--- config.mk ---
export PLATFORM = sky130hd
export DESIGN_NAME = bus_decode
export DESIGN_NICKNAME = d
export VERILOG_FILES = /design/src/common/soc_pkg.sv /design/src/source/bus_decode.sv
export SDC_FILE = /design/constraint.sdc
export NUM_CORES = 1
export LEC_CHECK = 0
export ABC_AREA = 1
export BUFFER_PORTS_ARGS = -buffer_cell sky130_fd_sc_hd__buf_4
export CAP_MARGIN = 20
export CORE_AREA = 8 8 115 117
export CTS_BUF_LIST = sky130_fd_sc_hd__clkbuf_16
export CTS_CLUSTER_DIAMETER = 200
export CTS_CLUSTER_SIZE = 10
export DETAILED_ROUTE_END_ITERATION = 10
export DIE_AREA = 0 0 123 125
export PLACE_DENSITY = 0.55
export SETUP_SLACK_MARGIN = 0.1
export SLEW_MARGIN = 10
export SYNTH_ARGS = -nofsm -noshare
export SYNTH_HDL_FRONTEND = slang
export SYNTH_SLANG_ARGS = --single-unit
--- constraint.sdc ---
create_clock -name clk48m -period 1.4 [get_ports clk48m]
set_input_delay 0.28 -clock clk48m [delete_from_list [all_inputs] [get_ports clk48m]]
set_output_delay 0.28 -clock clk48m [all_outputs]
set_load 0.01 [all_outputs]
--- src/common/soc_pkg.sv ---
// ~~~~~~~~~~~~~~~~~~~~~~~~~~~~~~~~~~~~~~~~
// shared bus, register and pin types
// 32-bit wishbone classic, one access in flight
// misc registers indexed by adr[6:2]
// ~~~~~~~~~~~~~~~~~~~~~~~~~~~~~~~~~~~~~~~~

package soc_pkg;

	typedef struct packed {
		logic        cyc;
		logic        stb;
		logic        we;
		logic [3:0]  sel;
		logic [31:0] adr;
		logic [31:0] dat;
	} wb_req_t;

	typedef struct packed {
		logic        ack;
		logic [31:0] dat;
	} wb_rsp_t;

	// address regions, taken from adr[31:28]
	typedef enum logic [3:0] {
		REGION_MISC = 4'h2,
		REGION_RAM  = 4'h4
	} region_e;

	typedef enum logic [4:0] {
		REG_LED       = 5'd0,
		REG_BTN       = 5'd1,
		REG_SOC_VER   = 5'd2,
		REG_FLASH_SEL = 5'd13,
		REG_GENIO_IN  = 5'd17,
		REG_GENIO_OUT = 5'd18,
		REG_GENIO_OE  = 5'd19,
		REG_GENIO_W2S = 5'd20,
		REG_GENIO_W2C = 5'd21,
		REG_GPEXT_IN  = 5'd22,
		REG_GPEXT_OUT = 5'd23,
		REG_GPEXT_OE  = 5'd24,
		REG_GPEXT_W2S = 5'd25,
		REG_GPEXT_W2C = 5'd26
	} misc_reg_e;

	typedef struct packed {
		logic write_out;
		logic write_oe;
		logic set;
		logic clear;
	} gpio_op_t;

	typedef logic [29:0] genio_t;
	typedef logic [7:0]  pmod_t;
	typedef logic [5:0]  sao_t;

	typedef struct packed {
		pmod_t pmod;
		sao_t  sao2;
		sao_t  sao1;
	} gpext_pins_t;

	localparam logic [31:0] BUS_ERROR_DATA = 32'hDEAD_BEEF;
	localparam logic [23:0] RELOAD_MAGIC   = 24'hD0F1A5;
	localparam logic [2:0]  FSEL_DELAY     = 3'd7;

	// bit positions of the extension banks inside a GPEXT word
	localparam int GPEXT_PMOD_POS = 16;
	localparam int GPEXT_SAO2_POS = 8;
	localparam int GPEXT_SAO1_POS = 0;

endpackage

--- src/source/bus_decode.sv ---
// ~~~~~~~~~~~~~~~~~~~~~~~~~~~~~~~~~~~~~~~~
// region decode on adr[31:28]
// unmapped accesses get 0xDEADBEEF and
// a one-cycle irq pulse with their ack
// ~~~~~~~~~~~~~~~~~~~~~~~~~~~~~~~~~~~~~~~~

`timescale 1ns/10ps

module bus_decode (
	input  logic              clk48m,
	input  logic              rst,
	input  soc_pkg::wb_req_t  wb_req,
	output soc_pkg::wb_rsp_t  wb_rsp,
	output soc_pkg::wb_req_t  misc_req,
	output soc_pkg::wb_req_t  ram_req,
	input  soc_pkg::wb_rsp_t  misc_rsp,
	input  soc_pkg::wb_rsp_t  ram_rsp,
	output logic              bus_error_irq
);

	soc_pkg::region_e region;
	logic             active;
	logic             hit_misc;
	logic             hit_ram;
	logic             err_ack;

	assign region   = soc_pkg::region_e'(wb_req.adr[31:28]);
	assign active   = wb_req.cyc & wb_req.stb;
	assign hit_misc = (region == soc_pkg::REGION_MISC);
	assign hit_ram  = (region == soc_pkg::REGION_RAM);

	// each target sees the whole request, strobe only when selected
	always_comb begin
		misc_req     = wb_req;
		misc_req.stb = active & hit_misc;
		ram_req      = wb_req;
		ram_req.stb  = active & hit_ram;
	end

	// own ack for unmapped regions, same one-cycle shape as the targets
	always_ff @(posedge clk48m) begin
		if (rst) begin
			err_ack <= 1'b0;
		end else begin
			err_ack <= active & ~hit_misc & ~hit_ram & ~err_ack;
		end
	end

	assign bus_error_irq = err_ack;

	// adr is held through the ack cycle, so the region still selects data
	always_comb begin
		wb_rsp.ack = misc_rsp.ack | ram_rsp.ack | err_ack;
		case (region)
			soc_pkg::REGION_MISC: wb_rsp.dat = misc_rsp.dat;
			soc_pkg::REGION_RAM:  wb_rsp.dat = ram_rsp.dat;
			default:              wb_rsp.dat = soc_pkg::BUS_ERROR_DATA;
		endcase
	end

endmodule

; After elaboration in Yosys (flattened, before gate mapping)
; Index checks and enable logic that the tools add are counted.
[word_totals]
reg_bits = 1
[classes]
n_eq_ne = 2
n_mux = 1
bitwise_logic = 11
[op_table]
columns = op, count
row1 = $pmux W32 S2, 1
row2 = $and A1 B1 Y1, 6
row3 = $eq A4 B2 Y1 const B, 1
row4 = $eq A4 B3 Y1 const B, 1
row5 = $not A1 Y1, 3
row6 = $or A1 B1 Y1, 2

; Longest topological paths before layout
[depth]
ltp_word = 5
depth_mapped = 6
mapped_depth_nobuf = 5

; Worst setup path before layout
; Ideal clock, no wire load.
[synth_path]
kind = input-to-output
startpoint = input wb_req[60] in the netlist's numbering
endpoint = output wb_rsp[10] in the netlist's numbering
arrival_time_ns = 0.920
path_slack_ns = 0.200
stages = 5
path_buffers = 2
cell_sequence = nor2_4 > buf_4 > buf_2 > nand3_1 > nand3_2
[synth_rtl]
columns = item, line
row1 = "start, declared", bus_decode.sv:12  ; input soc_pkg::wb_req_t wb_req,
row2 = "end, declared", bus_decode.sv:13  ; output soc_pkg::wb_rsp_t wb_rsp,

==> flow_summary.ini <==
[timing]
max_clock_freq_ghz = 0.674
timing.clock.skew_ns = 0
worst_case_setup_margin_in_the_final_layout_ns = -0.0829
setup_repair_after_global_routing_missed_its_margin = yes
slew_headroom = 0.871
final_max_slew_viol_count = 0
report.final.hold_viol_count = 0
period_share = 1.06
whs_ns = 0.559
tightestPinTransition_ns = 0.193
timing.final.setup_violations = 33
min_period_ns = 1.48

[synthesis]
synth_largest_type_area_fraction = 0.583
synth_top_flop_cell = dfxtp_1
mappedNetlistArea_mm2 = 0.00183
postSynthNetCount = 406
biggest_area_contributors_in_the_synthesized_netlist = buf_4 (58%), nand3_1 (19%), nand3_2 (11%)
synth-edff-count = 0
post-synth-top-area-cell = buf_4
netlist-cell-type-count = 14
ys_ff_latch = 1
synthArstFlopShare = 0
synthesis.instances = 267
synth-warning-count = 0
syn_area_per_cell_um2 = 6.85
synth.yosys.seq_area_share = 0.0109

[placement]
io_buffers = 119
globalplace.congestion = 0.765
detailedPlacementHpwl_mm = 5.18
placed_cells = 391

[routing]
drc = 0
antenna_violating_nets_post_route = 0
wl_per_cell_um = 17.9
vias = 1654
dr.pass1.iters = 6
drt_iter0_markers = 46
routed_via_density = 4.05
drt_wl_total_mm = 7.29

[cells_and_area]
insertedDiodeCount = 0
nets = 402
n_fill_cell = 1260
instances_no_fill = 408
final_layout_size_suffix_gt1_frac = 0.816
largest_register_ffs = 1
area_growth_syn_to_layout_pct = 53.3

[grt]
grt_first_pass_wirelength_mm = 9.29
pin_count_of_the_biggest_net_entering_global_routing = 29
antenna_violations_before_repair = 0
grt_use_total = 0.0739
vias_in_the_first_global_route = 1772
grt_overflow = 0

[setup_path]
worst_setup_path_start_kind = input pin
timing.critical_path.arrival_ns = 1.20
critical_path_peak_fanout = 8
worst_setup_path_end_kind = output port
timing.setup.critical_path_class = in -> out
critPathRequiredTime_ns = 1.12

[clock_network]
clkSlewWorstSetupHoldPaths_ns = 0
clock_latency_ns = 0
postCtsHoldBufs = 0

[outcome]
status = finished, violations left
violations = negative setup slack

[power_and_ir_drop]
vdd_ir_drop_max_mv = 0.105
power_density_mw_per_mm2 = 267
leakage_nw = 1.07

[floorplanning]
die-height_um = 125
boundaryPins = 315
core_mm2 = 0.0116
die_w_um = 123
placementRows = 40
die-area_mm2 = 0.0154
effective_utilization_at_floorplan = 0.158

[hold_path]
min_path_type = in -> reg

[job]
max-cap-violations = 0
[timing repair]
action,4_1_cts,5_1_grt
endpoints found under the setup margin,34,34
setup buffers,4,6
cloned,4,4
pin swaps,4,27
resized for setup,35,91
[cell usage in the layout (no fill, tap or decap), drive strengths merged]
master	netlist	final
buf	155	145
nand3	89	89
nand2	12	12
nor2	7	7
clkbuf	0	4
inv	2	2
or3	1	1
dfxtp	1	1
[synth_stat cells, types with 2 or more instances]
cell type and n:
buf_2 11, buf_4 142, buf_6 2, nand2_1 9, nand2_2 2, nand3_1 69
nand3_2 20, nor2_1 4, nor2_4 3
[per-layer routing]
metal / up-vias / part of all wire / track usage
met5: - / 0 / 0
met4: 0 / 0.072 / 0.0560
met3: 71 / 0.10 / 0.0189
met2: 106 / 0.52 / 0.133
met1: 747 / 0.31 / 0.0693
li1: 730 / - / -
[metrics by stage]
step	worst slack, ns	utilization	setup TNS, ns	power (W)	area (um2)
5_1_grt	-0.134	0.241	-3.44	0.000792	2800
3_3_place_gp	-0.0860	0.165	-1.50	0.000504	1910
6_report	-0.0829	0.241	-1.96	0.000748	2800
3_5_place_dp	-0.118	0.165	-2.42	0.000512	1910
2_1_floorplan	0.200	-	0	0.000597	1830
4_1_cts	-0.110	0.190	-2.18	0.000604	2210
[worst paths after layout]
| check | slack (ns) | from | depth (start not counted) | to |
|---|---|---|---|---|
| min reg2reg | 0.57 | bus_error_irq$_SDFF_PP0_ | 3 | bus_error_irq$_SDFF_PP0_ |
| max reg2reg | 0.72 | bus_error_irq$_SDFF_PP0_ | 3 | bus_error_irq$_SDFF_PP0_ |
| max | -0.08 | wb_req[61] | 9 | wb_rsp[7] |
| min | 0.56 | rst | 4 | bus_error_irq$_SDFF_PP0_ |
[kinds of logic after synthesis]
group	count (synthesis)	synth area share
and+or+nand+nor	109	0.360
DFF	1	0.0109
buffers and inverters	157	0.629
[report_power, final]
| part | internal, W | switching (W) |
|---|---|---|
| combinational | 0.000415 | 0.000301 |
| sequential | 0.0000303 | 0.00000107 |
| clock | 0 | 0 |
[worst max-delay path, stage by stage]
cell	delay [ns]
buf_8	0.09
inv_4	0.03
nor2_4	0.11
buf_4	0.15
nand2_8	0.06
nand2_8	0.12
buf_12	0.15
nand3_2	0.08
buf_6	0.13
[area by class of cell]
| cell class | count | area, um2 | share of cell area |
|---|---|---|---|
| timing repair buffer | 149 | 1560 | 0.557 |
| multi-input combinational | 109 | 1020 | 0.365 |
| tap | 147 | 184 | 0.0656 |
| sequential | 1 | 20.0 | 0.00714 |
| inverter | 2 | 12.5 | 0.00446 |
(Power assumes the default switching activity.)
