File: config.mk
export PLATFORM = sky130hd
export DESIGN_NAME = misc_regs
export DESIGN_NICKNAME = d
export VERILOG_FILES = /design/src/common/soc_pkg.sv /design/src/misc/gpio_bank.sv /design/src/misc/misc_regs.sv /design/src/misc/reload_seq.sv
export SDC_FILE = /design/constraint.sdc
export NUM_CORES = 1
export LEC_CHECK = 0
export BUFFER_PORTS_ARGS = -buffer_cell sky130_fd_sc_hd__buf_2
export CORE_MARGIN = 10
export CORE_UTILIZATION = 47
export DETAILED_ROUTE_END_ITERATION = 8
export GPL_TIMING_DRIVEN = 1
export PLACE_DENSITY_LB_ADDON = 0.2
export SLEW_MARGIN = 20
export SYNTH_ARGS = -nofsm -noshare
export SYNTH_HDL_FRONTEND = slang
export SYNTH_HIERARCHICAL = 1
export SYNTH_SLANG_ARGS = --single-unit
export TNS_END_PERCENT = 5
File: constraint.sdc
create_clock -name clk48m -period 4.4 [get_ports clk48m]
set_input_delay 0.22 -clock clk48m [delete_from_list [all_inputs] [get_ports clk48m]]
set_output_delay 0.22 -clock clk48m [all_outputs]
set_load 0.01 [all_outputs]
File: src/common/soc_pkg.sv
// ~~~~~~~~~~~~~~~~~~~~~~~~~~~~~~~~~~~~~~~~
// shared bus, register and pin types
// 32-bit wishbone classic, one access in flight
// misc registers indexed by adr[6:2]
// ~~~~~~~~~~~~~~~~~~~~~~~~~~~~~~~~~~~~~~~~

package soc_pkg;

	typedef struct packed {
		logic        cyc;
		logic        stb;
		logic        we;
		logic [3:0]  sel;
		logic [31:0] adr;
		logic [31:0] dat;
	} wb_req_t;

	typedef struct packed {
		logic        ack;
		logic [31:0] dat;
	} wb_rsp_t;

	// address regions, taken from adr[31:28]
	typedef enum logic [3:0] {
		REGION_MISC = 4'h2,
		REGION_RAM  = 4'h4
	} region_e;

	typedef enum logic [4:0] {
		REG_LED       = 5'd0,
		REG_BTN       = 5'd1,
		REG_SOC_VER   = 5'd2,
		REG_FLASH_SEL = 5'd13,
		REG_GENIO_IN  = 5'd17,
		REG_GENIO_OUT = 5'd18,
		REG_GENIO_OE  = 5'd19,
		REG_GENIO_W2S = 5'd20,
		REG_GENIO_W2C = 5'd21,
		REG_GPEXT_IN  = 5'd22,
		REG_GPEXT_OUT = 5'd23,
		REG_GPEXT_OE  = 5'd24,
		REG_GPEXT_W2S = 5'd25,
		REG_GPEXT_W2C = 5'd26
	} misc_reg_e;

	typedef struct packed {
		logic write_out;
		logic write_oe;
		logic set;
		logic clear;
	} gpio_op_t;

	typedef logic [29:0] genio_t;
	typedef logic [7:0]  pmod_t;
	typedef logic [5:0]  sao_t;

	typedef struct packed {
		pmod_t pmod;
		sao_t  sao2;
		sao_t  sao1;
	} gpext_pins_t;

	localparam logic [31:0] BUS_ERROR_DATA = 32'hDEAD_BEEF;
	localparam logic [23:0] RELOAD_MAGIC   = 24'hD0F1A5;
	localparam logic [2:0]  FSEL_DELAY     = 3'd7;

	// bit positions of the extension banks inside a GPEXT word
	localparam int GPEXT_PMOD_POS = 16;
	localparam int GPEXT_SAO2_POS = 8;
	localparam int GPEXT_SAO1_POS = 0;

endpackage

File: src/misc/gpio_bank.sv
// ~~~~~~~~~~~~~~~~~~~~~~~~~~~~~~~~~~~~~~~~
// output and enable registers of one bank
// write_out wins over set and clear
// ~~~~~~~~~~~~~~~~~~~~~~~~~~~~~~~~~~~~~~~~

`timescale 1ns/10ps

module gpio_bank #(
	parameter type pin_t = logic [7:0]
) (
	input  logic               clk48m,
	input  logic               rst,
	input  soc_pkg::gpio_op_t  op,
	input  pin_t               wdata,
	output pin_t               pins_out,
	output pin_t               pins_oe
);

	always_ff @(posedge clk48m) begin
		if (rst) begin
			pins_out <= '0;
			pins_oe  <= '0;
		end else begin
			if (op.write_out)
				pins_out <= wdata;
			else if (op.set)
				pins_out <= pins_out | wdata;
			else if (op.clear)
				pins_out <= pins_out & ~wdata;
			if (op.write_oe)
				pins_oe <= wdata;
		end
	end

endmodule

File: src/misc/misc_regs.sv
// ~~~~~~~~~~~~~~~~~~~~~~~~~~~~~~~~~~~~~~~~
// misc register file, region 0x2
// writes need sel lane 0
// unlisted indices read as zero
// ~~~~~~~~~~~~~~~~~~~~~~~~~~~~~~~~~~~~~~~~

`timescale 1ns/10ps

module misc_regs #(
	parameter logic [31:0] SOC_VERSION = 32'h0
) (
	input  logic                  clk48m,
	input  logic                  rst,
	input  soc_pkg::wb_req_t      req,
	output soc_pkg::wb_rsp_t      rsp,
	input  logic [7:0]            btn,
	output logic [8:0]            led,
	input  soc_pkg::genio_t       genio_in,
	output soc_pkg::genio_t       genio_out,
	output soc_pkg::genio_t       genio_oe,
	input  soc_pkg::gpext_pins_t  gpext_in,
	output soc_pkg::gpext_pins_t  gpext_out,
	output soc_pkg::gpext_pins_t  gpext_oe,
	output logic                  fsel_d,
	output logic                  fsel_c,
	output logic                  programn
);

	soc_pkg::misc_reg_e reg_idx;
	soc_pkg::gpio_op_t  genio_op;
	soc_pkg::gpio_op_t  gpext_op;
	soc_pkg::pmod_t     pmod_out, pmod_oe;
	soc_pkg::sao_t      sao2_out, sao2_oe;
	soc_pkg::sao_t      sao1_out, sao1_oe;
	logic [31:0]        rd_mux;
	logic [31:0]        rdata;
	logic               access;
	logic               wr;
	logic               ack;

	// spread the three extension banks over one bus word
	function automatic logic [31:0] pack_gpext(soc_pkg::gpext_pins_t p);
		logic [31:0] w;
		w = '0;
		w[soc_pkg::GPEXT_PMOD_POS +: $bits(soc_pkg::pmod_t)] = p.pmod;
		w[soc_pkg::GPEXT_SAO2_POS +: $bits(soc_pkg::sao_t)]  = p.sao2;
		w[soc_pkg::GPEXT_SAO1_POS +: $bits(soc_pkg::sao_t)]  = p.sao1;
		return w;
	endfunction

	assign reg_idx = soc_pkg::misc_reg_e'(req.adr[6:2]);
	assign access  = req.cyc & req.stb & ~ack;
	assign wr      = access & req.we & req.sel[0];

	always_ff @(posedge clk48m) begin
		if (rst) begin
			ack <= 1'b0;
			led <= '0;
		end else begin
			ack <= access;
			if (wr && reg_idx == soc_pkg::REG_LED)
				led <= req.dat[8:0];
		end
	end

	// bank operations, GPEXT shares one op across its three banks
	always_comb begin
		genio_op = '0;
		gpext_op = '0;
		if (wr) begin
			case (reg_idx)
				soc_pkg::REG_GENIO_OUT: genio_op.write_out = 1'b1;
				soc_pkg::REG_GENIO_OE:  genio_op.write_oe  = 1'b1;
				soc_pkg::REG_GENIO_W2S: genio_op.set       = 1'b1;
				soc_pkg::REG_GENIO_W2C: genio_op.clear     = 1'b1;
				soc_pkg::REG_GPEXT_OUT: gpext_op.write_out = 1'b1;
				soc_pkg::REG_GPEXT_OE:  gpext_op.write_oe  = 1'b1;
				soc_pkg::REG_GPEXT_W2S: gpext_op.set       = 1'b1;
				soc_pkg::REG_GPEXT_W2C: gpext_op.clear     = 1'b1;
				default: ;
			endcase
		end
	end

	gpio_bank #(.pin_t(soc_pkg::genio_t)) genio_bank0 (
		.clk48m   (clk48m),
		.rst      (rst),
		.op       (genio_op),
		.wdata    (req.dat[$bits(soc_pkg::genio_t)-1:0]),
		.pins_out (genio_out),
		.pins_oe  (genio_oe)
	);

	gpio_bank #(.pin_t(soc_pkg::pmod_t)) pmod_bank0 (
		.clk48m   (clk48m),
		.rst      (rst),
		.op       (gpext_op),
		.wdata    (req.dat[soc_pkg::GPEXT_PMOD_POS +: $bits(soc_pkg::pmod_t)]),
		.pins_out (pmod_out),
		.pins_oe  (pmod_oe)
	);

	gpio_bank #(.pin_t(soc_pkg::sao_t)) sao2_bank0 (
		.clk48m   (clk48m),
		.rst      (rst),
		.op       (gpext_op),
		.wdata    (req.dat[soc_pkg::GPEXT_SAO2_POS +: $bits(soc_pkg::sao_t)]),
		.pins_out (sao2_out),
		.pins_oe  (sao2_oe)
	);

	gpio_bank #(.pin_t(soc_pkg::sao_t)) sao1_bank0 (
		.clk48m   (clk48m),
		.rst      (rst),
		.op       (gpext_op),
		.wdata    (req.dat[soc_pkg::GPEXT_SAO1_POS +: $bits(soc_pkg::sao_t)]),
		.pins_out (sao1_out),
		.pins_oe  (sao1_oe)
	);

	assign gpext_out = '{pmod: pmod_out, sao2: sao2_out, sao1: sao1_out};
	assign gpext_oe  = '{pmod: pmod_oe, sao2: sao2_oe, sao1: sao1_oe};

	reload_seq reload0 (
		.clk48m     (clk48m),
		.rst        (rst),
		.sel_strobe (wr && reg_idx == soc_pkg::REG_FLASH_SEL),
		.wdata      (req.dat),
		.fsel_d     (fsel_d),
		.fsel_c     (fsel_c),
		.programn   (programn)
	);

	// buttons are active low on the board
	always_comb begin
		case (reg_idx)
			soc_pkg::REG_LED:       rd_mux = {23'h0, led};
			soc_pkg::REG_BTN:       rd_mux = {24'h0, ~btn};
			soc_pkg::REG_SOC_VER:   rd_mux = SOC_VERSION;
			soc_pkg::REG_FLASH_SEL: rd_mux = {31'h0, fsel_d};
			soc_pkg::REG_GENIO_IN:  rd_mux = {2'h0, genio_in};
			soc_pkg::REG_GENIO_OUT: rd_mux = {2'h0, genio_out};
			soc_pkg::REG_GENIO_OE:  rd_mux = {2'h0, genio_oe};
			soc_pkg::REG_GPEXT_IN:  rd_mux = pack_gpext(gpext_in);
			soc_pkg::REG_GPEXT_OUT: rd_mux = pack_gpext(gpext_out);
			soc_pkg::REG_GPEXT_OE:  rd_mux = pack_gpext(gpext_oe);
			default:                rd_mux = 32'h0;
		endcase
	end

	always_ff @(posedge clk48m) begin
		if (access)
			rdata <= rd_mux;
	end

	assign rsp.ack = ack;
	assign rsp.dat = rdata;

endmodule

File: src/misc/reload_seq.sv
// ~~~~~~~~~~~~~~~~~~~~~~~~~~~~~~~~~~~~~~~~
// flash select latch and reload request
// fsel_c is a three-cycle pulse
// programn stays low until reset
// ~~~~~~~~~~~~~~~~~~~~~~~~~~~~~~~~~~~~~~~~

`timescale 1ns/10ps

module reload_seq (
	input  logic        clk48m,
	input  logic        rst,
	input  logic        sel_strobe,
	input  logic [31:0] wdata,
	output logic        fsel_d,
	output logic        fsel_c,
	output logic        programn
);

	logic       strobe_q;
	logic       armed;
	logic       reload;
	logic [2:0] delay;

	always_ff @(posedge clk48m) begin
		if (rst) begin
			fsel_d   <= 1'b0;
			armed    <= 1'b0;
			strobe_q <= 1'b0;
			delay    <= '0;
			reload   <= 1'b0;
		end else begin
			strobe_q <= sel_strobe;
			if (sel_strobe) begin
				fsel_d <= wdata[0];
				armed  <= (wdata[31:8] == soc_pkg::RELOAD_MAGIC);
			end
			// give the select flop time to settle before reload
			if (strobe_q) begin
				delay <= soc_pkg::FSEL_DELAY;
			end else if (delay != 3'd0) begin
				delay <= delay - 3'd1;
				if (delay == 3'd1 && armed)
					reload <= 1'b1;
			end
		end
	end

	// clock the select flop mid-countdown
	assign fsel_c   = (delay == 3'd5) || (delay == 3'd4) || (delay == 3'd3);
	assign programn = ~reload;

endmodule

### Yosys cells after proc, flatten, opt, wreduce, memory -nomap -nowiden

Cells that the tools add are included.

| storage, ports and cells | value |
|---|---|
| bits in registers | 149 |
| latch bits | 0 |
| bits in writable memories | 0 |
| bits in read-only memories | 0 |
| input bits | 131 |
| logic and storage cells | 90 |
| memories | 0 |

| cells by class | value |
|---|---|
| add/subtract/negate cells | 1 |
| multipliers | 0 |
| div/mod/pow operators | 0 |
| magnitude comparators | 0 |
| eq/ne operators | 17 |
| shift operators | 0 |
| multiplexer cells | 25 |
| bitwise gates (word level) | 20 |
| reduce and logical (&&, ||, !) cells | 11 |

Operators with widths:

| cell | count |
|---|---|
| 30-bit one-hot mux with 9 select lines | 1 |
| 30-bit 2-to-1 mux | 3 |
| 5-bit == test, second input constant | 10 |
| 6-bit 2-to-1 mux | 6 |
| 30-bit bitwise AND | 1 |
| 30-bit NOT | 1 |
| 30-bit OR | 1 |
| 24-bit == test, second input constant | 1 |
| 8-bit 2-to-1 mux | 3 |
| 8-bit NOT | 2 |
| 6-bit bitwise AND | 2 |
| 6-bit NOT | 2 |
| 6-bit OR | 2 |
| 3-bit nonzero test | 3 |
| 8-bit bitwise AND | 1 |
| 1-bit 2-to-1 mux | 8 |
| 4-bit 2-to-1 mux | 2 |
| 8-bit OR | 1 |
| 3-bit == test, second input constant | 2 |
| 3-bit 2-to-1 mux | 2 |
| 5-bit by 1-bit == test with 1-bit output, second input constant | 1 |
| 5-bit by 4-bit == test with 1-bit output, second input constant | 1 |
| 5-bit zero test | 1 |
| 1-bit bitwise AND | 4 |
| 8 further kinds | 13 |

### Depth between registers and ports, before layout

Gate-level depths: netlist of run 1.

| logic depth | value |
|---|---|
| word-level depth | 8 |
| gate-level depth with buffers | 11 |
| gate-level depth less buffers | 7 |

### Hierarchy

The synthesis of run 1 kept the hierarchy.

By module, submodules not included:

| module | times used | cells an instance | area an instance (um^2) | sequential area each (um^2) |
|---|---|---|---|---|
| misc_regs | 1 | 255 | 2461.1 | 1101.1 |
| gpio_bank at genio_bank0 | 1 | 232 | 2244.7 | 1201.2 |
| gpio_bank at sao1_bank0 ... | 2 | 47 | 450.4 | 240.2 |
| gpio_bank at pmod_bank0 | 1 | 63 | 599.3 | 320.3 |
| reload_seq | 1 | 42 | 401.6 | 140.1 |

### Worst setup path after synthesis of run 1

Ideal clock, no wire load.

| path | value |
|---|---|
| path type | register -> register |
| start | register ack |
| end | register (tool-made name) |
| setup time | 0.122 ns |
| data arrival time | 2.614 ns |
| required time | 4.278 ns |
| setup slack | 1.664 ns |
| cell stages (with the launch flop) | 9 |
| path buffers | 1 |
| period minus slack after synthesis | 2.736 ns |
| path through | dfxtp_1 -> nand3b_1 -> inv_1 -> nand3_1 -> nor2_1 -> clkbuf_1 -> nand2_1 -> a32oi_1 -> nor2_1 |

RTL lines:

| element | RTL line | source |
|---|---|---|
| start: declaration | misc_regs.sv:39 | `logic ack;` |
| start signal: assignment | misc_regs.sv:60 | `ack <= access;` |

==> reports/results.tsv, run 1 <==
stage	metric	value	unit
worst_setup_path	Worst R2R Path Depth	7	
finish	Area Overhead vs Synth	27.9	%
sta	final worst path period share	0.694	
detailed_routing	initial drt markers	611	
cts	CTS max path bufs	2	
power	Reg power frac	0.449	
sta	setup TNS after final layout	0	ps
synth	Ys Warns	6	
power	Sw Share	0.238	
die	Die Y	139	µm
sta	Rel. slew slack	0.243	
placement	Placer Congestion	0.825	
finish	layout cells sized above 1	0.327	
run	max-cap violation count	0	
synth	syn_area_per_cell	9.63	µm²
global_routing	largest net degree at the start of global routing	65	
sta	min cycle time layout	3050	ps
worst_setup_path	Critical path origin	ack	
die	IO Pins	276	
global_routing	global-route wire length before repair	35.3	mm
power	Pleak	3.52	nW
worst_setup_path	Worst Setup End Kind	flip-flop	
worst_setup_path	maximum net fanout on the critical path	30	
placement	number of port buffers	243	
power	NetSw	0.751	mW
synth	Yosys top cell by area	dfxtp_1	
cts	H-tree depth	4	
die	Rows	43	
worst_setup_path	R2R Setup Slk	1350	ps
die	Core Area	13800	µm²
synth	#FFs+latches synth	147	
placement	HPWL Detailed	15.9	mm
detailed_routing	routed length per instance	21.1	µm
cts	CTS tree	yes	
detailed_routing	drt drc	0	
power	Max VDD drop	0.226	mV
min_path	Worst Hold Depth	3	
placement	placed cell count	1066	
detailed_routing	DR pass1 iterations	5	
sta	fmax	328	MHz
outcome	status	finished clean	
power	Pwr Density	374	nW/µm²
synth	Synth top area share	0.354	
die	Initial Utilization	0.478	
cts	clk slew on worst S/H paths	60	ps
power	Combinational Power Share	0.090	
min_path	Hold Crit Class	primary input to flip-flop	
cts	post-CTS setup buffer count	0	
synth	FFs w/ async S/R, synth	0	
synth	Cell variety after synth	48	
power	clock share of power	0.461	
synth	Synth Flop Type	dfxtp_1	
global_routing	initial antenna violation count	3	
synth	synthesized instance count	686	
global_routing	grt total ovfl	0	
synth	number of synthesized flops with an enable pin	30	
sta	final hold vios	0	
die	die area	19200	µm²
detailed_routing	final WL	23.3	mm
power	Int Power	2.41	mW
sta	final setup fails	0	
sta	RSZ-0062 raised after global routing	false	
synth	register area share after synthesis	0.491	
cts	TritonCTS Buffers	17	
min_path	HP Start	req[28]	
sta	Final WS setup	1350	ps
finish	Layout Nets	1040	
synth	Synth area leaders	dfxtp_1, edfxtp_1, mux2i_1, a22oi_1, nor2_1	
worst_setup_path	critical path class	flip-flop to flip-flop	
sta	Worst-Margin Slew	1130	ps
cts	Clock Sinks	147	
worst_setup_path	Worst setup SP type	flip-flop	
detailed_routing	antenna-violating nets left	0	
cts	Hold Buf Count CTS	0	
sta	Slew Limit Fails	0	
worst_setup_path	worst r2r src	ack	
detailed_routing	Via Count	6338	
cts	Clk Latency, worst-skew pair	420	ps
sta	Fin Clk Skew	6.16	ps
detailed_routing	Vias/cell	5.76	
global_routing	vias in the first global route	6100	
power	total power	3.16	mW
cts	# resized after CTS	0	
global_routing	Total GRT Usage	0.227	
placement	dpl ws	1920	ps
cts	root buffer cell	clkbuf_16	
worst_setup_path	Req. time, crit path	4680	ps
die	Die Width	139	µm
worst_setup_path	CP arrival	3340	ps
synth	Post-Synthesis Cell Area	6610	µm²
finish	Post-Layout Cell Count	1100	
-- synthesized netlist by cell type (3+ instances only) --
master / number
a2111oi_0: 3
a21oi_1: 5
a221oi_1: 4
a22oi_1: 63
a32oi_1: 50
and3_1: 7
and4b_1: 3
buf_2: 14
buf_4: 3
buf_6: 12
clkbuf_1: 24
dfxtp_1: 117
edfxtp_1: 30
ha_1: 4
inv_1: 13
mux2i_1: 64
nand2_1: 72
nand2b_1: 4
nand3_1: 23
nor2_1: 123
nor3_1: 8
nor3b_1: 5
nor4_1: 3
or2_1: 3
-- routing by layer --
layer,global-route usage,part of all wire,vias up
met5,0,0.00030,-
li1,-,-,2960
met3,0.0692,0.094,29
met2,0.361,0.47,355
met4,0.0671,0.015,2
met1,0.289,0.42,2992
-- power by group through the flow --
stage	Sequential (mW)	Combinational [mW]	Clock, mW
final	1.42	0.284	1.46
after global routing	1.42	0.308	1.53
after CTS	1.42	0.282	1.47
after detailed placement	1.45	0.281	0
after global placement	1.45	0.276	0
after floorplan	1.45	0.149	0
-- layout make-up --
type | count | area (µm²)
fillers | 1215 | 5370
inverters | 13 | 48.8
well taps | 180 | 225
clock buffers | 18 | 429
repair buffers | 254 | 1300
diodes | 2 | 5.00
flip-flops and latches | 147 | 3240
multi-input cells | 472 | 3040
clock inverters | 14 | 161
-- layout by cell type (no fill, tap or decap), drive strengths merged, types with 7 or more instances in the layout --
cell    Yosys  final
nand3      23     23
buf        30    254
mux2i      64     64
a32oi      50     50
nor2      123    123
a22oi      63     63
and3        7      7
clkinv      0     10
dfxtp     117    117
clkbuf     25     18
nand2      72     72
inv        13     12
nor3        9      9
edfxtp     30     30
-- worst max-delay path by stage --
stage,end,slack [ps],cells past startpoint
6_report,flip-flop,1350,7
5_1_grt,flip-flop,1140,7
4_1_cts,flip-flop,1890,7
3_5_place_dp,flip-flop,1920,7
3_3_place_gp,flip-flop,1950,7
2_1_floorplan,flip-flop,1660,8
-- kinds of logic after synthesis --
kind of cell | after synthesis | share of synthesized area
AOI/OAI and AO/OA | 131 | 0.158
xor gates and xnor gates | 1 | 0.00133
other | 1 | 0.000568
DFF | 147 | 0.491
adders and majority gates | 4 | 0.00757
and+or+nand+nor | 269 | 0.186
muxes | 65 | 0.0992
buffers and inverters | 68 | 0.0568
-- metrics by stage --
stage	hold slack [ps]	instance area (µm²)	utilization
6_report	77.0	8450	0.611
5_1_grt	72.0	8450	0.611
4_1_cts	63.0	8450	0.611
3_5_place_dp	459	7860	0.568
3_3_place_gp	448	7860	0.568
2_1_floorplan	282	6610	-
-- critical path, cell delays in order, from the launching register on --
cell and delay, ps:
dfxtp_1 300, nand3b_1 240, clkinv_1 100, nand3_1 350, nor3_1 340, clkinv_1 950, a32oi_1 570, nor2_1 70
(Power assumes the default switching activity.)
==> run 2: changes to the inputs <==
ABC_AREA = 1   (was unset)
clock period = 3 ns   (was 4.4 ns; I/O delays follow)
==> reports/results.tsv, run 2 <==
stage	metric	value	unit	change
placement	Post-Place Cell Area	8720	µm²	+11%
worst_setup_path	worst r2r src	ack		
power	Pleak	4.29	nW	+22%
die	Core Area	15300	µm²	+11%
power	Combinational Power Share	0.097		+0.007
worst_setup_path	critical path cell sequence	inv_1 > nand3_1 > nor2_1 > inv_1 > nor3_2 > buf_4 > or2_1 > buf_4 > nand2_1 > a21oi_2		
cts	Hold Buf Count CTS	13		+13
placement	placed cell count	1485		+39%
worst_setup_path	maximum net fanout on the critical path	30		unchanged
synth	Synth Flop Type	dfxtp_1		
die	IO Pins	276		unchanged
power	Reg power frac	0.464		+0.015
synth	number of synthesized flops with an enable pin	30		unchanged
sta	setup TNS after final layout	0	ps	unchanged
cts	H-tree depth	4		unchanged
detailed_routing	final WL	26.4	mm	+14%
global_routing	Total GRT Usage	0.241		+0.0145
worst_setup_path	critical path class	flip-flop to flip-flop		
worst_setup_path	R2R Setup Slk	560	ps	-790 ps
synth	syn_area_per_cell	6.97	µm²	-28%
synth	Ys Warns	6		unchanged
synth	synthesized instance count	1062		+55%
min_path	HP Start	req[29]		
cts	Clock Sinks	147		unchanged
global_routing	global-route wire length before repair	41.0	mm	+16%
cts	root buffer cell	clkbuf_16		
die	die area	21200	µm²	+10%
sta	worst hold margin	18.0	ps	-59.0 ps
power	Sw Share	0.250		+0.0124
placement	HPWL Detailed	19.3	mm	+21%
cts	CTS tree	yes		
finish	final instance area	9400	µm²	+11%
synth	Post-Synthesis Cell Area	7410	µm²	+12%
power	NetSw	1.12	mW	+49%
power	Max VDD drop	0.380	mV	+68%
detailed_routing	Vias/cell	5.04		-13%
cts	CTS max path bufs	2		unchanged
cts	TritonCTS Buffers	17		unchanged
finish	commonest non-fill, non-tap cell in the layout	nand2_1		
placement	Placer Congestion	0.910		+10%
sta	final setup fails	0		unchanged
die	Rows	45		+4.7%
detailed_routing	initial drt markers	627		+2.6%
sta	RSZ-0062 raised after global routing	false		
min_path	Worst Hold Depth	3		unchanged
worst_setup_path	Worst setup SP type	flip-flop		
synth	dominant cell by count in the synthesized netlist	nand2_1		
sta	fmax	410	MHz	+25%
die	Die Y	146	µm	+5.0%
synth	Yosys top cell by area	dfxtp_1		
finish	Area Overhead vs Synth	26.9	%	
detailed_routing	antenna-violating nets left	0		unchanged
placement	number of port buffers	243		unchanged
power	clock share of power	0.439		-0.022
worst_setup_path	CP arrival	2800	ps	-540 ps
synth	register area share after synthesis	0.438		-0.0530
synth	Synth top area share	0.316		-0.0383
worst_setup_path	Worst Setup End Kind	flip-flop		
power	Int Power	3.36	mW	+39%
detailed_routing	drt drc	0		unchanged
die	Initial Utilization	0.484		+0.00578
power	total power	4.48	mW	+42%
worst_setup_path	Worst R2R Path Depth	10		+3
sta	min cycle time layout	2440	ps	-612 ps
finish	Post-Layout Cell Count	1532		+39%
sta	Worst-Margin Slew	819	ps	-310 ps
sta	Slew Limit Fails	0		unchanged
global_routing	largest net degree at the start of global routing	41		-37%
finish	layout cells sized above 1	0.261		-0.0660
cts	clk slew on worst S/H paths	60	ps	about the same
sta	final worst path period share	0.814		+0.120
synth	Synth area leaders	dfxtp_1, nand2_1, edfxtp_1, nor2_1, a21oi_1		
detailed_routing	DR pass1 iterations	7		+2
cts	post-CTS setup buffer count	0		unchanged
detailed_routing	routed length per instance	17.3	µm	-18%
min_path	Worst Hold End	genio_bank0/pins_oe[29]		
outcome	status	finished clean		
global_routing	grt total ovfl	0		unchanged
finish	commonest cells after routing, fill and taps aside	nand2_1, buf_2, dfxtp_1, nor2_1, inv_1		
finish	Layout Nets	1441		+39%
global_routing	initial antenna violation count	2		-1
global_routing	vias in the first global route	7257		+19%
sta	Rel. slew slack	0.449		+0.206
worst_setup_path	CP max stage cell	nor2_1		
finish	Fill cells	1488		+22%
worst_setup_path	Critical Path Max Stage Delay	390	ps	-560 ps
cts	Clk Latency, worst-skew pair	430	ps	about the same
sta	Fin Clk Skew	5.85	ps	-0.309 ps
sta	final hold vios	0		unchanged
synth	Cell variety after synth	33		-31%
worst_setup_path	Req. time, crit path	3360	ps	-1320 ps
synth	#FFs+latches synth	147		unchanged
synth	FFs w/ async S/R, synth	0		unchanged
synth	Post-synth top cells	nand2_1, dfxtp_1, nor2_1		
cts	# resized after CTS	0		unchanged
power	Pwr Density	476	nW/µm²	+27%
min_path	Hold Crit Class	primary input to flip-flop		
detailed_routing	Via Count	7715		+22%
die	Die Width	146	µm	+5.0%
run	max-cap violation count	0		unchanged
-- run 2: cell types whose count changed after synthesis, sizes merged, moves of 10 or more --
cell    delta
inv       +70
a21oi     +78
a22oi     -63
a211oi    +22
clkbuf    -16
nand4     +13
nor2      -18
or2       +30
a32oi     -50
buf       +10
o21ai     +30
nand2    +383
mux2i     -64
-- run 2: power groups by stage --
stage,Clock [mW],Sequential (mW),Combinational (mW)
2_1_floorplan,0,2.13,0.226
3_3_place_gp,0,2.12,0.411
3_5_place_dp,0,2.12,0.419
4_1_cts,1.99,2.08,0.434
5_1_grt,2.08,2.08,0.492
6_report,1.96,2.08,0.436
-- run 2: area by class of cell --
| class | count | area (µm²) | share of cell area |
|---|---|---|---|
| antenna | 2 | 5.00 | 0.000532 |
| clock buffer | 23 | 489 | 0.0520 |
| clock inverter | 9 | 53.8 | 0.00572 |
| inverter | 84 | 317 | 0.0337 |
| multi-input combinational | 783 | 3550 | 0.378 |
| sequential | 147 | 3240 | 0.345 |
| tap | 211 | 264 | 0.0281 |
| timing repair buffer | 273 | 1480 | 0.157 |
-- run 2: per-layer routing --
layer	vias up	GRT usage	wire length [µm]
li1	3837	-	-
met1	3527	0.310	11300
met2	327	0.383	12400
met3	24	0.0680	2340
met4	0	0.0758	354
met5	-	0	0
-- run 2: worst max-delay path by stage --
stage / from / end / slack (ps) / depth (start not counted)
2_1_floorplan: ack / rdata[0] / 990 / 1
3_3_place_gp: ack / flip-flop / 670 / 10
3_5_place_dp: ack / flip-flop / 640 / 10
4_1_cts: ack / flip-flop / 620 / 10
5_1_grt: ack / genio_bank0/pins_oe[20] / 410 / 8
6_report: ack / flip-flop / 560 / 10
-- run 2: logic make-up after synthesis --
kind of cell,share of synthesized area
compound gates,0.113
fa+ha+maj,0.00676
buf+inv,0.0868
flops,0.438
other cells,0.000506
simple gates,0.355
-- run 2: critical path, delay by kind of cell, from the launching register on --
family / cells / cell delay [ps]
compound gates: 1 / 150
buf+inv: 4 / 930
flops: 1 / 340
simple gates: 5 / 940
-- run 2: stage by stage --
step | utilization | setup slack, ps
floorplan | - | 988
global placement | 0.570 | 666
detailed placement | 0.570 | 640
CTS | 0.613 | 620
global route | 0.614 | 412
finish | 0.614 | 559
==> run 3: changes to the inputs <==
clock period = 2.32 ns   (was 3 ns; I/O delays follow)
==> reports/results.tsv, run 3 (synthesis gave the netlist of run 2 again) <==
stage	metric	value	unit	change
placement	HPWL Detailed	19.1	mm	-1.2%
detailed_routing	DR pass1 iterations	6		-1
worst_setup_path	Worst setup SP type	flip-flop		
sta	RSZ-0062 raised after global routing	false		
sta	setup TNS after final layout	0	ps	unchanged
sta	final worst path period share	0.868		+0.0546
worst_setup_path	most frequent CP cell	nand2_1		
cts	# resized after CTS	0		unchanged
die	Die Width	146	µm	unchanged
min_path	Hold Crit Class	primary input to flip-flop		
sta	Worst-Margin Slew	570	ps	-249 ps
sta	worst hold margin	12.5	ps	-5.52 ps
power	Pwr Density	626	nW/µm²	+31%
sta	min cycle time layout	2010	ps	-427 ps
die	Initial Utilization	0.484		unchanged
cts	H-tree depth	4		unchanged
detailed_routing	antenna-violating nets left	0		unchanged
die	Rows	45		unchanged
worst_setup_path	Worst Setup End Kind	flip-flop		
die	die area	21200	µm²	unchanged
global_routing	grt total ovfl	0		unchanged
worst_setup_path	R2R Setup Slk	310	ps	-250 ps
worst_setup_path	Req. time, crit path	2600	ps	-760 ps
finish	layout cells sized above 1	0.263		+0.00267
worst_setup_path	Critical path origin	ack		
finish	commonest cells after routing, fill and taps aside	nand2_1, buf_2, dfxtp_1, nor2_1, inv_1		
detailed_routing	Vias/cell	4.99		-0.82%
detailed_routing	initial drt markers	613		-2.2%
sta	Fin Clk Skew	8.85	ps	+3.00 ps
sta	final setup fails	0		unchanged
finish	commonest non-fill, non-tap cell in the layout	nand2_1		
global_routing	vias in the first global route	7215		-0.58%
placement	number of port buffers	243		unchanged
worst_setup_path	Critical Path Max Stage Delay	340	ps	-50 ps
cts	clk slew on worst S/H paths	60	ps	about the same
cts	Clock Sinks	147		unchanged
worst_setup_path	maximum net fanout on the critical path	22		-27%
worst_setup_path	Bufs and invs on worst path	3		-1
detailed_routing	routed length per instance	17.1	µm	-0.69%
worst_setup_path	critical path cell sequence	inv_1 > nand3_1 > nor2_1 > buf_4 > nand2_1 > nor3_1 > nor2_1 > nand2_2 > buf_12 > nand2_1 > nand2_1 > a21oi_1		
worst_setup_path	Crit path max-delay family	simple AND/OR/NAND/NOR gates		
die	Die Y	146	µm	unchanged
cts	TritonCTS Buffers	17		unchanged
worst_setup_path	Worst R2R Path Depth	12		+2
cts	Clk Latency, worst-skew pair	420	ps	about the same
global_routing	global-route wire length before repair	41.0	mm	about the same
power	Pleak	4.41	nW	+2.7%
die	Core Area	15300	µm²	unchanged
cts	root buffer cell	clkbuf_16		
placement	Placer Congestion	0.894		-1.7%
sta	Rel. slew slack	0.620		+0.171
sta	final hold vios	0		unchanged
die	IO Pins	276		unchanged
finish	Layout Nets	1458		+1.2%
worst_setup_path	worst r2r src	ack		
worst_setup_path	Critical Path Stages	12		+2
cts	CTS max path bufs	2		unchanged
sta	Slew Limit Fails	0		unchanged
detailed_routing	drt drc	0		unchanged
global_routing	initial antenna violation count	1		-1
power	Max VDD drop	0.461	mV	+21%
detailed_routing	Via Count	7732		+0.22%
worst_setup_path	CP max stage cell	dfxtp_1		
sta	fmax	496	MHz	+21%
global_routing	Total GRT Usage	0.241		-0.000450
min_path	Worst Hold Depth	3		unchanged
finish	Area Overhead vs Synth	30.4	%	
cts	CTS tree	yes		
finish	final core utilization	0.631		+0.0167
worst_setup_path	critical path class	flip-flop to flip-flop		
run	max-cap violation count	0		unchanged
detailed_routing	final WL	26.5	mm	+0.35%
global_routing	largest net degree at the start of global routing	56		+37%
outcome	status	finished clean		
worst_setup_path	CP arrival	2290	ps	-510 ps
[run 3: changes by cell type in the layout (fill, tap and decap cells not counted), sizes merged]
cell | before | now
dlygate4sd3 | 13 | 24
buf | 260 | 266
clkinv | 7 | 4
inv | 85 | 88
bufinv | 0 | 1
clkbuf | 23 | 22
diode | 2 | 1
[run 3: area by class of cell]
class                      count  area (µm²)
antenna                        1        2.50
clock buffer                  22         507
clock inverter                10        90.1
fill                        1436        5660
inverter                      84         317
multi-input combinational    783        3550
sequential                   147        3240
tap                          211         264
timing repair buffer         290        1680
[run 3: power breakdown]
part / switching, mW / total, mW / internal, mW
clock: 1.11 / 2.78 / 1.67
combinational: 0.356 / 0.580 / 0.224
sequential: 0.0320 / 2.69 / 2.65
[run 3: worst min path at each step]
stage,from,end,slack [ps]
3_3_place_gp,req[24],flip-flop,390
3_5_place_dp,req[27],flip-flop,400
2_1_floorplan,rst,reload0/armed,190
6_report,genio_in[11],rdata[11],10
5_1_grt,genio_in[11],rdata[11],10
4_1_cts,req[4],sao1_bank0/pins_oe[4],1
[run 3: worst min-delay path: stages]
cell,delay [ps]
buf_2,80
nand2_1,50
nand3_1,80
[run 3: what timing repair did]
action	CTS	global route
endpoints found under the hold margin	36	0
buffers inserted	0	0
hold buffers	24	0
[run 3: through the flow]
stage	instances	setup slack (ps)	cell area, µm²	power (mW)
finish	1548	306	9660	6.04
global route	1548	140	9660	6.24
CTS	1547	338	9650	6.07
detailed placement	1491	323	8820	3.28
global placement	1491	354	8820	3.28
floorplan	1063	308	7410	3.04
[run 3: routing by layer]
layer	global-route usage	vias up	wire, µm
met3	0.0661	34	2200
met4	0.0723	0	449
met5	0	-	0
met2	0.375	300	12200
met1	0.318	3527	11700
li1	-	3871	-
